<file path="config.mk">
export PLATFORM = sky130hd
export DESIGN_NAME = decode_issue
export DESIGN_NICKNAME = d
export VERILOG_FILES = /design/src/decode_pkg.sv /design/src/decode_issue.sv /design/src/issue_ctrl.sv /design/src/operand_select.sv /design/src/instr_decoder.sv
export VERILOG_INCLUDE_DIRS = /design/src
export SDC_FILE = /design/constraint.sdc
export NUM_CORES = 1
export LEC_CHECK = 0
export BUFFER_PORTS_ARGS = -buffer_cell sky130_fd_sc_hd__buf_2
export CAP_MARGIN = 15
export CELL_PAD_IN_SITES_DETAIL_PLACEMENT = 0
export CELL_PAD_IN_SITES_GLOBAL_PLACEMENT = 2
export CORE_AREA = 2 2 271 273
export CTS_CLUSTER_SIZE = 14
export DETAILED_ROUTE_END_ITERATION = 6
export DIE_AREA = 0 0 273 275
export GPL_TIMING_DRIVEN = 0
export PLACE_DENSITY = 0.65
export SETUP_SLACK_MARGIN = 0.5
export SLEW_MARGIN = 10
export SYNTH_ARGS = -nofsm -noshare
export SYNTH_HDL_FRONTEND = slang
export SYNTH_HIERARCHICAL = 1
export SYNTH_SLANG_ARGS = --single-unit
</file>
<file path="constraint.sdc">
create_clock -name clk -period 8.3 [get_ports clk]
set_input_delay 0.83 -clock clk [delete_from_list [all_inputs] [get_ports clk]]
set_output_delay 0.83 -clock clk [all_outputs]
set_load 0.005 [all_outputs]
</file>
<file path="src/decode_defines.svh">
`ifndef DECODE_DEFINES_SVH
`define DECODE_DEFINES_SVH

`define XLEN      32
`define REG_IDX_W 5
`define ROB_TAG_W 3   // tag 0 means no producer
`define ROB_DEPTH 8

// major opcodes
`define OPC_LUI   7'b0110111
`define OPC_AUIPC 7'b0010111
`define OPC_BR    7'b1100011
`define OPC_IMM   7'b0010011
`define OPC_REG   7'b0110011

// funct3 values used in classification
`define F3_ADD  3'b000
`define F3_SLT  3'b010
`define F3_SLTU 3'b011
`define F3_SR   3'b101

// target station codes
`define STN_NONE 2'd0
`define STN_ALU  2'd1
`define STN_CMP  2'd2

`endif
</file>
<file path="src/decode_pkg.sv">
`include "decode_defines.svh"

package decode_pkg;

    typedef logic [`XLEN-1:0]      word_t;
    typedef logic [`REG_IDX_W-1:0] reg_idx_t;
    typedef logic [`ROB_TAG_W-1:0] rob_tag_t;
    typedef logic [6:0]            opcode_t;
    typedef logic [2:0]            funct3_t;
    typedef logic [3:0]            alu_op_t;   // {alt bit, funct3}
    typedef logic [1:0]            station_t;

    typedef struct packed {
        word_t    value;
        logic     ready;
        rob_tag_t tag;
    } operand_t;

    typedef struct packed {
        word_t pc;
        word_t instr;
    } queue_entry_t;

    typedef struct packed {
        word_t    rs1_value;
        rob_tag_t rs1_tag;
        word_t    rs2_value;
        rob_tag_t rs2_tag;
    } regfile_read_t;

    typedef struct packed {
        logic  ready;
        word_t value;
    } rob_fwd_t;

    typedef struct packed {
        logic     valid;
        alu_op_t  op;
        operand_t src1;
        operand_t src2;
        rob_tag_t rob_tag;
    } alu_issue_t;

    typedef struct packed {
        logic     valid;
        logic     br;
        funct3_t  op;
        operand_t src1;
        operand_t src2;
        word_t    pc;
        word_t    b_imm;
        rob_tag_t rob_tag;
    } cmp_issue_t;

    typedef struct packed {
        word_t    pc;
        opcode_t  opcode;
        reg_idx_t rd;
    } rob_entry_t;

    typedef struct packed {
        reg_idx_t rs1;
        reg_idx_t rs2;
        reg_idx_t rd;
        opcode_t  opcode;
        funct3_t  funct3;
        alu_op_t  alu_op;
        word_t    imm;       // I or U immediate
        word_t    b_imm;     // zero unless branch
        word_t    base;      // fixed src1 when rs1 unused
        logic     use_rs1;
        logic     use_rs2;
        station_t station;
        logic     writes_rd;
    } decoded_t;

endpackage

</file>
<file path="src/decode_issue.sv">
`timescale 1ns/100ps
`include "decode_defines.svh"

module decode_issue (
    input  logic                                 clk,
    input  logic                                 reset_i,
    input  logic                                 flush_i,
    input  decode_pkg::queue_entry_t             queue_head_i,
    input  logic                                 queue_empty_i,
    input  decode_pkg::regfile_read_t            regfile_i,
    input  decode_pkg::rob_tag_t                 rob_free_tag_i,
    input  logic                                 rob_full_i,
    input  decode_pkg::rob_fwd_t [`ROB_DEPTH-1:0] rob_fwd_i,
    input  logic                                 alu_full_i,
    input  logic                                 cmp_full_i,
    output logic                                 queue_read_o,
    output decode_pkg::reg_idx_t                 rs1_o,
    output decode_pkg::reg_idx_t                 rs2_o,
    output logic                                 rename_we_o,
    output decode_pkg::reg_idx_t                 rename_rd_o,
    output decode_pkg::rob_tag_t                 rename_tag_o,
    output logic                                 rob_write_o,
    output decode_pkg::rob_entry_t               rob_entry_o,
    output decode_pkg::alu_issue_t               alu_o,
    output decode_pkg::cmp_issue_t               cmp_o
);

    decode_pkg::decoded_t dec;
    decode_pkg::operand_t src1;
    decode_pkg::operand_t src2;
    decode_pkg::reg_idx_t last_rd;
    decode_pkg::rob_tag_t last_tag;

    assign rs1_o = dec.rs1;   // regfile read indices
    assign rs2_o = dec.rs2;

    instr_decoder decoder_i (
        .instr_i (queue_head_i.instr),
        .pc_i    (queue_head_i.pc),
        .dec_o   (dec)
    );

    operand_select src1_sel_i (
        .src_idx_i  (dec.rs1),
        .rf_value_i (regfile_i.rs1_value),
        .rf_tag_i   (regfile_i.rs1_tag),
        .last_rd_i  (last_rd),
        .last_tag_i (last_tag),
        .rob_fwd_i  (rob_fwd_i),
        .operand_o  (src1)
    );

    operand_select src2_sel_i (
        .src_idx_i  (dec.rs2),
        .rf_value_i (regfile_i.rs2_value),
        .rf_tag_i   (regfile_i.rs2_tag),
        .last_rd_i  (last_rd),
        .last_tag_i (last_tag),
        .rob_fwd_i  (rob_fwd_i),
        .operand_o  (src2)
    );

    issue_ctrl issue_i (
        .clk            (clk),
        .reset_i        (reset_i),
        .flush_i        (flush_i),
        .dec_i          (dec),
        .pc_i           (queue_head_i.pc),
        .src1_i         (src1),
        .src2_i         (src2),
        .queue_empty_i  (queue_empty_i),
        .rob_full_i     (rob_full_i),
        .rob_free_tag_i (rob_free_tag_i),
        .alu_full_i     (alu_full_i),
        .cmp_full_i     (cmp_full_i),
        .queue_read_o   (queue_read_o),
        .rename_we_o    (rename_we_o),
        .rename_rd_o    (rename_rd_o),
        .rename_tag_o   (rename_tag_o),
        .last_rd_o      (last_rd),
        .last_tag_o     (last_tag),
        .rob_write_o    (rob_write_o),
        .rob_entry_o    (rob_entry_o),
        .alu_o          (alu_o),
        .cmp_o          (cmp_o)
    );

endmodule

</file>
<file path="src/issue_ctrl.sv">
`timescale 1ns/100ps
`include "decode_defines.svh"

module issue_ctrl (
    input  logic                   clk,
    input  logic                   reset_i,
    input  logic                   flush_i,
    input  decode_pkg::decoded_t   dec_i,
    input  decode_pkg::word_t      pc_i,
    input  decode_pkg::operand_t   src1_i,
    input  decode_pkg::operand_t   src2_i,
    input  logic                   queue_empty_i,
    input  logic                   rob_full_i,
    input  decode_pkg::rob_tag_t   rob_free_tag_i,
    input  logic                   alu_full_i,
    input  logic                   cmp_full_i,
    output logic                   queue_read_o,
    output logic                   rename_we_o,
    output decode_pkg::reg_idx_t   rename_rd_o,
    output decode_pkg::rob_tag_t   rename_tag_o,
    output decode_pkg::reg_idx_t   last_rd_o,
    output decode_pkg::rob_tag_t   last_tag_o,
    output logic                   rob_write_o,
    output decode_pkg::rob_entry_t rob_entry_o,
    output decode_pkg::alu_issue_t alu_o,
    output decode_pkg::cmp_issue_t cmp_o
);

    logic                   to_alu;
    logic                   to_cmp;
    logic                   station_busy;
    logic                   accept;
    logic                   dispatch;
    decode_pkg::operand_t   op1;
    decode_pkg::operand_t   op2;

    assign to_alu = (dec_i.station == `STN_ALU);
    assign to_cmp = (dec_i.station == `STN_CMP);

    assign station_busy = (to_alu && alu_full_i) || (to_cmp && cmp_full_i);

    assign accept = !queue_empty_i && !flush_i && !rob_full_i
                    && (rob_free_tag_i != '0) && !station_busy;

    // rd zero or unknown opcode is popped and dropped
    assign dispatch = accept && (to_alu || to_cmp)
                      && (!dec_i.writes_rd || dec_i.rd != '0);

    assign queue_read_o = accept;
    assign rename_we_o  = accept && dec_i.writes_rd && (dec_i.rd != '0);
    assign rename_rd_o  = dec_i.rd;
    assign rename_tag_o = rob_free_tag_i;

    // fixed base or immediate replaces unused sources
    always_comb begin
        op1 = src1_i;
        op2 = src2_i;
        if (!dec_i.use_rs1) begin
            op1.value = dec_i.base;
            op1.ready = 1'b1;
            op1.tag   = '0;
        end
        if (!dec_i.use_rs2) begin
            op2.value = dec_i.imm;
            op2.ready = 1'b1;
            op2.tag   = '0;
        end
    end

    always_ff @(posedge clk) begin
        if (reset_i || flush_i) begin
            last_rd_o  <= '0;
            last_tag_o <= '0;
        end else if (rename_we_o) begin
            last_rd_o  <= dec_i.rd;
            last_tag_o <= rob_free_tag_i;
        end
    end

    always_ff @(posedge clk) begin
        if (reset_i) begin
            rob_write_o <= 1'b0;
            alu_o.valid <= 1'b0;
            cmp_o.valid <= 1'b0;
        end else begin
            rob_write_o <= dispatch;   // low under flush since accept is low
            alu_o.valid <= dispatch && to_alu;
            cmp_o.valid <= dispatch && to_cmp;
        end
        if (dispatch) begin
            rob_entry_o.pc     <= pc_i;
            rob_entry_o.opcode <= dec_i.opcode;
            rob_entry_o.rd     <= dec_i.writes_rd ? dec_i.rd : '0;
        end
        if (dispatch && to_alu) begin
            alu_o.op      <= dec_i.alu_op;
            alu_o.src1    <= op1;
            alu_o.src2    <= op2;
            alu_o.rob_tag <= rob_free_tag_i;
        end
        if (dispatch && to_cmp) begin
            cmp_o.br      <= (dec_i.opcode == `OPC_BR);
            cmp_o.op      <= dec_i.funct3;
            cmp_o.src1    <= op1;
            cmp_o.src2    <= op2;
            cmp_o.pc      <= pc_i;
            cmp_o.b_imm   <= dec_i.b_imm;
            cmp_o.rob_tag <= rob_free_tag_i;
        end
    end

endmodule

</file>
<file path="src/operand_select.sv">
`timescale 1ns/100ps
`include "decode_defines.svh"

module operand_select (
    input  decode_pkg::reg_idx_t                 src_idx_i,
    input  decode_pkg::word_t                    rf_value_i,
    input  decode_pkg::rob_tag_t                 rf_tag_i,
    input  decode_pkg::reg_idx_t                 last_rd_i,
    input  decode_pkg::rob_tag_t                 last_tag_i,
    input  decode_pkg::rob_fwd_t [`ROB_DEPTH-1:0] rob_fwd_i,
    output decode_pkg::operand_t                 operand_o
);

    decode_pkg::rob_fwd_t fwd;

    assign fwd = rob_fwd_i[rf_tag_i];

    always_comb begin
        if (src_idx_i != '0 && src_idx_i == last_rd_i) begin
            // producer renamed last cycle, regfile not updated yet
            operand_o.value = '0;
            operand_o.ready = 1'b0;
            operand_o.tag   = last_tag_i;
        end else if (rf_tag_i != '0 && fwd.ready) begin
            operand_o.value = fwd.value;   // rob has the result
            operand_o.ready = 1'b1;
            operand_o.tag   = '0;
        end else begin
            operand_o.value = rf_value_i;
            operand_o.ready = (rf_tag_i == '0);
            operand_o.tag   = rf_tag_i;
        end
    end

endmodule

</file>
<file path="src/instr_decoder.sv">
`timescale 1ns/100ps
`include "decode_defines.svh"

module instr_decoder (
    input  decode_pkg::word_t    instr_i,
    input  decode_pkg::word_t    pc_i,
    output decode_pkg::decoded_t dec_o
);

    decode_pkg::opcode_t opcode;
    decode_pkg::funct3_t funct3;
    decode_pkg::word_t   i_imm;
    decode_pkg::word_t   u_imm;
    decode_pkg::word_t   b_imm;
    logic                alt_bit;

    assign opcode = instr_i[6:0];
    assign funct3 = instr_i[14:12];

    assign i_imm = {{20{instr_i[31]}}, instr_i[31:20]};
    assign u_imm = {instr_i[31:12], 12'h000};
    assign b_imm = {{19{instr_i[31]}}, instr_i[31], instr_i[7], instr_i[30:25],
                    instr_i[11:8], 1'b0};

    // bit 30 selects sub/sra, but in op-imm only srai has it
    always_comb begin
        alt_bit = 1'b0;
        if (opcode == `OPC_REG && (funct3 == `F3_ADD || funct3 == `F3_SR)) begin
            alt_bit = instr_i[30];
        end else if (opcode == `OPC_IMM && funct3 == `F3_SR) begin
            alt_bit = instr_i[30];
        end
    end

    always_comb begin
        dec_o.rs1       = instr_i[19:15];
        dec_o.rs2       = instr_i[24:20];
        dec_o.rd        = instr_i[11:7];
        dec_o.opcode    = opcode;
        dec_o.funct3    = funct3;
        dec_o.alu_op    = {alt_bit, funct3};
        dec_o.imm       = i_imm;
        dec_o.b_imm     = '0;
        dec_o.base      = '0;
        dec_o.use_rs1   = 1'b0;
        dec_o.use_rs2   = 1'b0;
        dec_o.station   = `STN_NONE;
        dec_o.writes_rd = 1'b0;

        case (opcode)
            `OPC_LUI, `OPC_AUIPC: begin
                dec_o.imm       = u_imm;
                dec_o.base      = (opcode == `OPC_AUIPC) ? pc_i : '0;
                dec_o.alu_op    = {1'b0, `F3_ADD};
                dec_o.station   = `STN_ALU;
                dec_o.writes_rd = 1'b1;
            end
            `OPC_IMM, `OPC_REG: begin
                dec_o.use_rs1   = 1'b1;
                dec_o.use_rs2   = (opcode == `OPC_REG);
                dec_o.writes_rd = 1'b1;
                if (funct3 == `F3_SLT || funct3 == `F3_SLTU)
                    dec_o.station = `STN_CMP;   // set-less-than goes to compare
                else
                    dec_o.station = `STN_ALU;
            end
            `OPC_BR: begin
                dec_o.b_imm   = b_imm;
                dec_o.use_rs1 = 1'b1;
                dec_o.use_rs2 = 1'b1;
                dec_o.station = `STN_CMP;
            end
            default: ;   // unknown, consumed without dispatch
        endcase
    end

endmodule

</file>
======== Yosys cells after proc, flatten, opt, wreduce, memory -nomap -nowiden ========
Index checks and enable logic that the tools add are counted.
cells by class
  order comparisons ....................... 2
  reductions and logical operators ........ 41
  multiplexer cells ....................... 19
  eq/ne operators ......................... 12
operators with widths
  kind                                                                           number
  36-bit 2-to-1 mux                                                              6
  33-bit binary-select mux with 3-bit select                                     2
  33-bit 2-to-1 mux                                                              2
  32-bit 2-to-1 mux                                                              2
  31-bit 2-to-1 mux                                                              1
  1-bit logical AND                                                              18
  5-bit nonzero test                                                             3
  7-bit by 5-bit equality test with 1-bit output (second input constant)         2
  7-bit by 6-bit equality test with 1-bit output (second input constant)         2
  5-bit equality test                                                            2
  3-bit zero test                                                                3
  3-bit nonzero test                                                             3
  3-bit by 4-bit less-than comparator with 1-bit output (second input constant)  2
  7-bit equality test (second input constant)                                    1
  3-bit by 2-bit equality test with 1-bit output (second input constant)         2
  1-bit logical OR                                                               6
  2-bit case mux with 3 select lines                                             1
  1-bit zero test                                                                5
  2-bit case mux with 2 select lines                                             1
  2-bit OR reduction                                                             2
  4-bit OR reduction                                                             1
  3-bit equality test (second input constant)                                    1
  1-bit 2-to-1 mux                                                               3
  2-bit by 1-bit equality test with 1-bit output (second input constant)         1
  other kinds (2)                                                                2
word-level totals
  output and inout bits ................... 289
  input bits .............................. 408
  flip-flop bits (word level) ............. 258
  word-level logic and storage cells ...... 102

======== Logic depth before layout (Yosys ltp) ========
Gate-level depths: netlist of run 1.
  depth in word-level cells ............... 12
  gate-level depth with buffers ........... 10
  mapped depth without buffers ............ 10

======== Modules after synthesis ========
Netlist of run 1, hierarchy kept.
modules (own cells, without submodules)
  module          area each (µm²)  times used  cells each
  issue_ctrl      9,412.8          1           419
  operand_select  2,786.4          2           225
  instr_decoder   1,089.8          1           155

======== Worst setup path after synthesis of run 1 ========
Ideal clock, no wire load.
  path kind ............................... in2reg
  from .................................... input queue_head_i[6] (netlist bit)
  to ...................................... register, netlist name issue_i/cmp_o[0]
  path slack .............................. 1,423 ps
  arrival ................................. 6,358 ps
  cell stages on the path ................. 10
  buffers on the path ..................... 0
  cell sequence ........................... nand2b_1 -> or3_1 -> a21oi_1 -> inv_1 -> ha_1 -> a22oi_1 -> o311ai_1 -> or3_4 -> inv_2 -> and2_1
RTL lines
  what             line               RTL
  start, declared  decode_issue.sv:8  input decode_pkg::queue_entry_t queue_head_i,

==> results of run 1 <==
-- cell usage in the layout, fill, tap and decap left out, drive strengths merged, types with 3 or more instances in the layout --
master / netlist / routed
buf: 121 / 817
edfxtp: 266 / 266
mux4: 128 / 128
mux2i: 75 / 75
a21oi: 71 / 71
mux2: 70 / 70
a211oi: 66 / 66
and2: 59 / 59
clkbuf: 18 / 59
nand2: 22 / 22
a21o: 19 / 19
nor2b: 17 / 17
clkinv: 0 / 16
nor2: 12 / 12
dfxtp: 11 / 11
inv: 9 / 11
diode: 0 / 10
xnor2: 8 / 8
o21ai: 6 / 6
nand4: 5 / 5
nor3: 5 / 5
a31oi: 4 / 4
nor3b: 4 / 4
bufinv: 0 / 3
nand2b: 3 / 3
nand3b: 3 / 3
-- state kept, by name, summed over array words and instances (netlist names) --
signal,flops
issue_i/last_tag_o,3
issue_i/rob_entry_o,44
issue_i/alu_o,80
issue_i/last_rd_o,5
issue_i/rob_write_o,1
issue_i/cmp_o,144
-- final cells by class --
type | instances | share of cell area (%)
multi-input cells | 599 | 31.29
plain buffers | 139 | 4.326
well taps | 959 | 5.451
flip-flops and latches | 277 | 37.29
clock inverters | 22 | 1.057
repair buffers | 696 | 16.23
clock buffers | 41 | 4.081
diodes | 10 | 0.1137
inverters | 9 | 0.1592
-- logic make-up (layout without fill, tap and decap cells) --
group	count (synthesis)	in the layout
fa+ha+maj	2	2
buf+inv	148	907
mux	273	273
other cells	1	11
flops	277	277
xor+xnor	9	9
compound gates	176	176
simple gates	138	138
-- Yosys cell counts, types with 4 or more instances --
cell / instances
buf_2: 41
mux4_2: 128
mux2_2: 70
buf_4: 57
edfxtp_1: 266
nor2b_1: 17
nand4_1: 5
inv_1: 8
mux2i_1: 73
and2_1: 57
a21oi_1: 67
nor2_1: 9
buf_6: 22
a21oi_2: 4
a21o_1: 19
a211oi_1: 6
nand2_1: 22
xnor2_1: 8
dfxtp_1: 11
nor3_1: 4
clkbuf_1: 18
a31oi_1: 4
a211oi_2: 60
-- per-layer routing --
metal	vias to the layer above	GRT usage (%)	part of all wire [%]	routed length [um]
met3	92	4.059	6.1	4778
li1	5556	-	-	-
met4	16	4.530	2.0	1580
met5	-	0	0.12	91
met1	6434	24.29	41	31580
met2	527	35.65	51	39910
-- path summary, 6_finish.rpt --
check                                           start                       to  slack, ns  cells past startpoint
worst max-delay path                  queue_head_i[6]        issue_i/alu_o[46]       3.61                     12
worst min-delay path                 queue_head_i[51]  issue_i/rob_entry_o[31]       0.50                      1
worst max register to register   issue_i/last_rd_o[2]       issue_i/cmp_o[116]       5.40                      6
worst min register to register  issue_i/last_tag_o[1]    issue_i/last_tag_o[1]       0.50                      2
-- through the flow --
stage | TNS [ns] | util (%) | area [sq um] | instances
final | 0 | 30.43 | 22010 | 2752
after global routing | 0 | 30.41 | 22000 | 2746
after floorplan | 0 | - | 16080 | 1024
after detailed placement | 0 | 28.83 | 20850 | 2679
after global placement | -254.78 | 28.67 | 20740 | 2675
after CTS | 0 | 30.39 | 21980 | 2742
-- report_power, final --
part | total (mW) | switching, mW | internal, mW
Clock | 1.52 | 0.634 | 0.882
Combinational | 0.641 | 0.338 | 0.303
Sequential | 1.52 | 0.000296 | 1.52
Total | 3.68 | 0.972 | 2.71
-- critical path, stage by stage --
cell and delay (ns):
buf_2 0.13, nand2b_1 0.19, or3_1 0.32, a21oi_1 0.38
inv_1 0.09, ha_1 0.23, a22oi_1 0.19, o311ai_1 0.22
or3_4 0.45, clkinv_2 0.71, and2_4 0.70, buf_16 0.30
==> impl_metrics.csv, run 1 <==
group,metric,value,unit
status,run_status,"finished clean",
detailed_routing,firstDrtPassIters,5,
die,ios,697,
clocking,clock_path_buffers,3,
critical_path,worstSetupPathType,"input port to flip-flop",
yosys,synth_top_family_by_area,"multiplexers",
global_route,overflow,0,
detailed_routing,via_per_inst,4.588,
die,design.die.area,0.07508,sq mm
sta,fin_crit,4.692,ns
global_route,grt_pass1_vias,13283,
placement,gp_congestion,0.8858,
sta,finClkSkew,0.03372,ns
detailed_routing,routed-via-count,12625,
clocking,clk_pin_slew,0.06,ns
clocking,clock_latency,0.56,ns
final_layout,nNetsFinal,2167,
pwr,p_leak,8.417,nW
critical_path,cp-start-kind,"input port",
clocking,ctsHtreeMaxLevel,2,
die,fp.dieH,275,um
sta,tightest_slew,1.029,ns
clocking,ctsRootBufferMaster,"clkbuf_16",
hold_path,hp-class,"input port to flip-flop",
yosys,ys_warn_count,6,
critical_path,crit_arrival,4.88,ns
detailed_routing,antenna_left,0,
sta,rsz0062_at_grt,"false",
sta,fin_ws,3.608,ns
yosys,synthXorXnorAreaFrac,0.4903,%
sta,slew_violations,0,
global_route,grt_use_total,19.81,%
sta,relSlewSlack,31.31,%
sta,fin_crit_sh,56.54,%
clocking,cts_resized,0,
run,timing.max_cap.violations,0,
pwr,totalPowerFinal,3.682,mW
final_layout,multi_input_area,0.006887,sq mm
sta,setup_viol,0,
pwr,ir_drop,0.1270,mV
pwr,p_per_area,167.3,mW/mm^2
yosys,syn_area,0.01608,sq mm
detailed_routing,wl_per_cell,28.32,um
sta,fmax,0.2131,GHz
yosys,syn_area_per_cell,15.70,sq um
critical_path,cp_max_fo,46,
clocking,cts_hold_buf,0,
clocking,cts_setup_buffers,0,
die,core_area,0.07234,sq mm
clocking,cts_tree,"done",
final_layout,fillers,7483,
final_layout,drive_gt1_share,64.39,%
clocking,cts_sinks,277,
critical_path,required,8.49,ns
critical_path,end_kind,"flip-flop",
detailed_routing,routed_wl,77940,um
yosys,ys_types,54,
yosys,yosys.area_share.simple,5.332,%
yosys,synth_top_area_cell,"edfxtp_1",
yosys,async_flop_share,0,%
yosys,synth_area_leaders,"edfxtp_1 (50%), mux4_2 (18%), mux2_2 (4.9%)",
yosys,ys.flop_type,"edfxtp_1",
detailed_routing,drcViolationCount,0,
sta,hold_violations,0,
yosys,synth_adder_area_share,0.1557,%
yosys,ys_ff_latch,277,
global_route,grt_pass1_wl,103600,um
yosys,synth_fp_nets,1434,
die,rows,99,
placement,hpwl,64610,um
die,initial_core_util,22.22,%
yosys,syn_inst,1024,
placement,pre_cts_ws,2.825,ns
sta,hold_ws,0.4964,ns
die,dieWidth,273,um
detailed_routing,first_iter_violations,603,
final_layout,seqCellArea,0.008208,sq mm
final_layout,syn_to_final_growth,36.92,%
global_route,grt_max_degree,54,
yosys,yosysSeqAreaShare,51.06,%
yosys,synth.mux.area_fraction,27.55,%
placement,io_buffer_count,692,
yosys,synth_edf_count,266,
yosys,synth_top_area_share,49.69,%
clocking,numCtsBuffers,35,
yosys,synth_compound_area_share,9.254,%
global_route,antenna_found_initial,19,
No activity file was read; power rests on OpenSTA's default activity.
==> run 2, diff against run 1 <==
Settings changed: ABC_AREA set to 1, CORE_AREA 2 2 271 273 to 2 2 268 270, DIE_AREA 0 0 273 275 to 0 0 270 272, PLACE_DENSITY 0.65 to 0.82.
Clock period 8.3 ns to 4.5 ns, I/O delays scaled along.
==> impl_metrics.csv, run 2 <==
group,metric,value,unit
status,run_status,"finished clean",
pwr,p_leak,11.91,nW
yosys,synth_edf_count,266,
sta,fin_crit_sh,82.54,%
sta,fmax,0.2692,GHz
pwr,p_per_area,283.5,mW/mm^2
yosys,synth.most_common_cell,"nand2_1",
global_route,grtUsageMet2,45.05,%
yosys,syn_area_per_cell,7.498,sq um
global_route,overflow,0,
clocking,clk_pin_slew,0.06,ns
die,fp.dieH,272,um
sta,relSlewSlack,39.71,%
detailed_routing,antenna_left,0,
final_layout,largest_reg_flops,144,
global_route,grt_max_degree,25,
final_layout,drive_gt1_share,33.34,%
yosys,async_flop_share,0,%
die,design.die.area,0.07344,sq mm
critical_path,worstSetupPathType,"input port to flip-flop",
pwr,ir_drop,0.3306,mV
clocking,ctsRootBufferMaster,"clkbuf_16",
final_layout,largest_register,"issue_i/cmp_o",
critical_path,end_kind,"flip-flop",
detailed_routing,routed-via-count,18357,
clocking,ctsHtreeMaxLevel,1,
yosys,ys_ff_latch,277,
detailed_routing,first_iter_violations,1080,
yosys,ys_warn_count,6,
yosys,yosysSeqAreaShare,46.09,%
run,timing.max_cap.violations,0,
detailed_routing,wl_per_cell,23.13,um
placement,gp_congestion,0.8806,
critical_path,required,4.82,ns
global_route,gr-usage-met3,6.118,%
detailed_routing,via_per_inst,4.465,
sta,finClkSkew,0.01783,ns
critical_path,crit_arrival,4.03,ns
pwr,totalPowerFinal,6.781,mW
sta,tightest_slew,0.9014,ns
clocking,cts_sinks,277,
sta,slew_violations,0,
yosys,syn_area,0.01781,sq mm
sta,rsz0062_at_grt,"false",
detailed_routing,firstDrtPassIters,5,
placement,pre_cts_ws,0.1432,ns
yosys,synth_top_area_cell,"edfxtp_1",
die,ios,697,
yosys,synth_top_area_share,44.86,%
sta,setup_viol,0,
clocking,clock_latency,0.62,ns
global_route,antenna_found_initial,46,
global_route,grt_pass1_vias,18126,
yosys,syn_inst,2375,
hold_path,hp-class,"input port to flip-flop",
die,rows,98,
critical_path,cp_max_fo,18,
critical_path,crit_chain,"buf_2 > inv_12 > nor2_4 > nand3_4 > buf_8 > o21ai_2 > inv_1 > ha_2 > a21oi_4 > nand2_4 > nor2_8 > nand2_4 > nor3_4 > buf_8 > buf_16 > buf_8 > buf_8 > buf_16 > buf_8",
placement,io_buffer_count,692,
critical_path,reg2reg_depth,7,
yosys,synth_fp_nets,2785,
hold_path,min_path_cells,1,
clocking,cts_resized,0,
yosys,synth_area_leaders,"edfxtp_1 (45%), nand2_1 (22%), nand3_1 (8.1%)",
global_route,grt_pass1_wl,131300,um
clocking,cts_tree,"done",
placement,hpwl,79330,um
die,core_area,0.07075,sq mm
final_layout,top_regs,"issue_i/cmp_o x144, issue_i/alu_o x80, issue_i/rob_entry_o x44",
global_route,grt_use_total,24.94,%
detailed_routing,drcViolationCount,0,
detailed_routing,routed_wl,95100,um
sta,hold_violations,0,
yosys,ys_types,36,
yosys,synth_commonest_cells,"nand2_1 (1029), nand3_1 (287), edfxtp_1 (266), nor2_1 (225), inv_1 (223)",
die,dieWidth,270,um
critical_path,cp-start-kind,"input port",
clocking,cts_setup_buffers,0,
clocking,clock_path_buffers,3,
global_route,top_usage_layer,"met2",
global_route,gr-usage-met1,29.78,%
clocking,numCtsBuffers,31,
final_layout,layout_commonest_cell,"nand2_1",
final_layout,nNetsFinal,3529,
die,initial_core_util,25.17,%
critical_path,cpPeakStageDelay,0.59,ns
final_layout,syn_to_final_growth,34.33,%
sta,fin_ws,0.7858,ns
yosys,ys.flop_type,"edfxtp_1",
critical_path,slowest_stage,"nor3_4",
critical_path,crit_top_cell,"buf_8",
final_layout,final_cell_mix,"nand2_1 (1028), buf_2 (762), nand3_1 (287), edfxtp_1 (266), nor2_1 (223)",
sta,fin_crit,3.714,ns
[run 2: changes by cell type after synthesis, moves of 62 or more]
cell,delta
nand3_1,+285
nor2_1,+216
inv_1,+215
mux4_2,-128
mux2i_1,-73
nand2_1,+1007
a21oi_1,-62
[run 2: per-stage QoR]
step           cells  util, %  TNS (ns)  area, sq um  hold WS (ns)
2_1_floorplan   2375        -   -220.64        17850        0.4778
3_3_place_gp    4017    31.81   -838.59        22500        0.5363
3_5_place_dp    4032    32.21         0        22790        0.5389
4_1_cts         4093    33.75         0        23880      0.005028
5_1_grt         4099    33.77         0        23890       0.01904
6_report        4111    33.81         0        23920       0.03783
[run 2: path summary, 6_finish.rpt]
check,start,end,slack [ns]
hold / removal,queue_head_i[41],issue_i/rob_entry_o[21],0.04
setup / recovery,queue_head_i[2],issue_i/cmp_o[120],0.79
hold reg to reg,issue_i/last_rd_o[2],issue_i/last_rd_o[2],0.54
setup reg to reg,issue_i/last_rd_o[0],issue_i/cmp_o[120],2.12
[run 2: final cells by class]
class / count / area, sq um
fill: 7878 / 46830
sequential: 277 / 8208
multi-input combinational: 1672 / 7520
timing repair buffer: 711 / 3771
buffer: 190 / 1222
tap: 950 / 1189
inverter: 236 / 917.1
clock buffer: 32 / 789.5
clock inverter: 25 / 259.0
antenna: 18 / 45.04
[run 2: timing repair]
| item | in CTS | in global routing |
|---|---|---|
| hold buffers | 4 | 0 |
| endpoints found under the hold margin | 8 | 0 |
| endpoints found under the setup margin | 0 | 0 |
[run 2: cells by family (layout without fill, tap and decap cells)]
| logic type | Yosys count | count (layout) | synth area share [%] |
|---|---|---|---|
| and+or+nand+nor | 1573 | 1573 | 36.52 |
| buffers and inverters | 426 | 1194 | 11.88 |
| DFF | 277 | 277 | 46.09 |
| muxes | 64 | 64 | 4.047 |
| AOI/OAI and AO/OA | 24 | 24 | 0.9064 |
| xor gates and xnor gates | 8 | 8 | 0.3935 |
| adders and majority gates | 2 | 2 | 0.1405 |
| other | 1 | 19 | 0.02106 |
[run 2: per-layer routing]
| layer | part of all wire (%) | vias to the layer above | wire length [um] |
|---|---|---|---|
| li1 | - | 8928 | - |
| met1 | 40 | 8514 | 37720 |
| met2 | 50 | 717 | 47770 |
| met3 | 7.4 | 156 | 7057 |
| met4 | 2.4 | 42 | 2293 |
| met5 | 0.27 | - | 260 |
[run 2: where the power goes]
group / leakage (nW) / internal (mW) / switching, mW / total (mW)
clock network: 0.515 / 1.51 / 1.12 / 2.63
registers: 2.27 / 2.81 / 0.000645 / 2.81
logic: 9.12 / 0.461 / 0.873 / 1.33
total: 11.9 / 4.79 / 1.99 / 6.78
[run 2: worst max-delay path: cells and delay by family]
family                   cells  cell delay, ns
buffers and inverters       10            1.72
adder cells (fa/ha/maj)      1            0.19
AND/OR/NAND/NOR              6            1.34
AO/OA/AOI/OAI                2            0.26
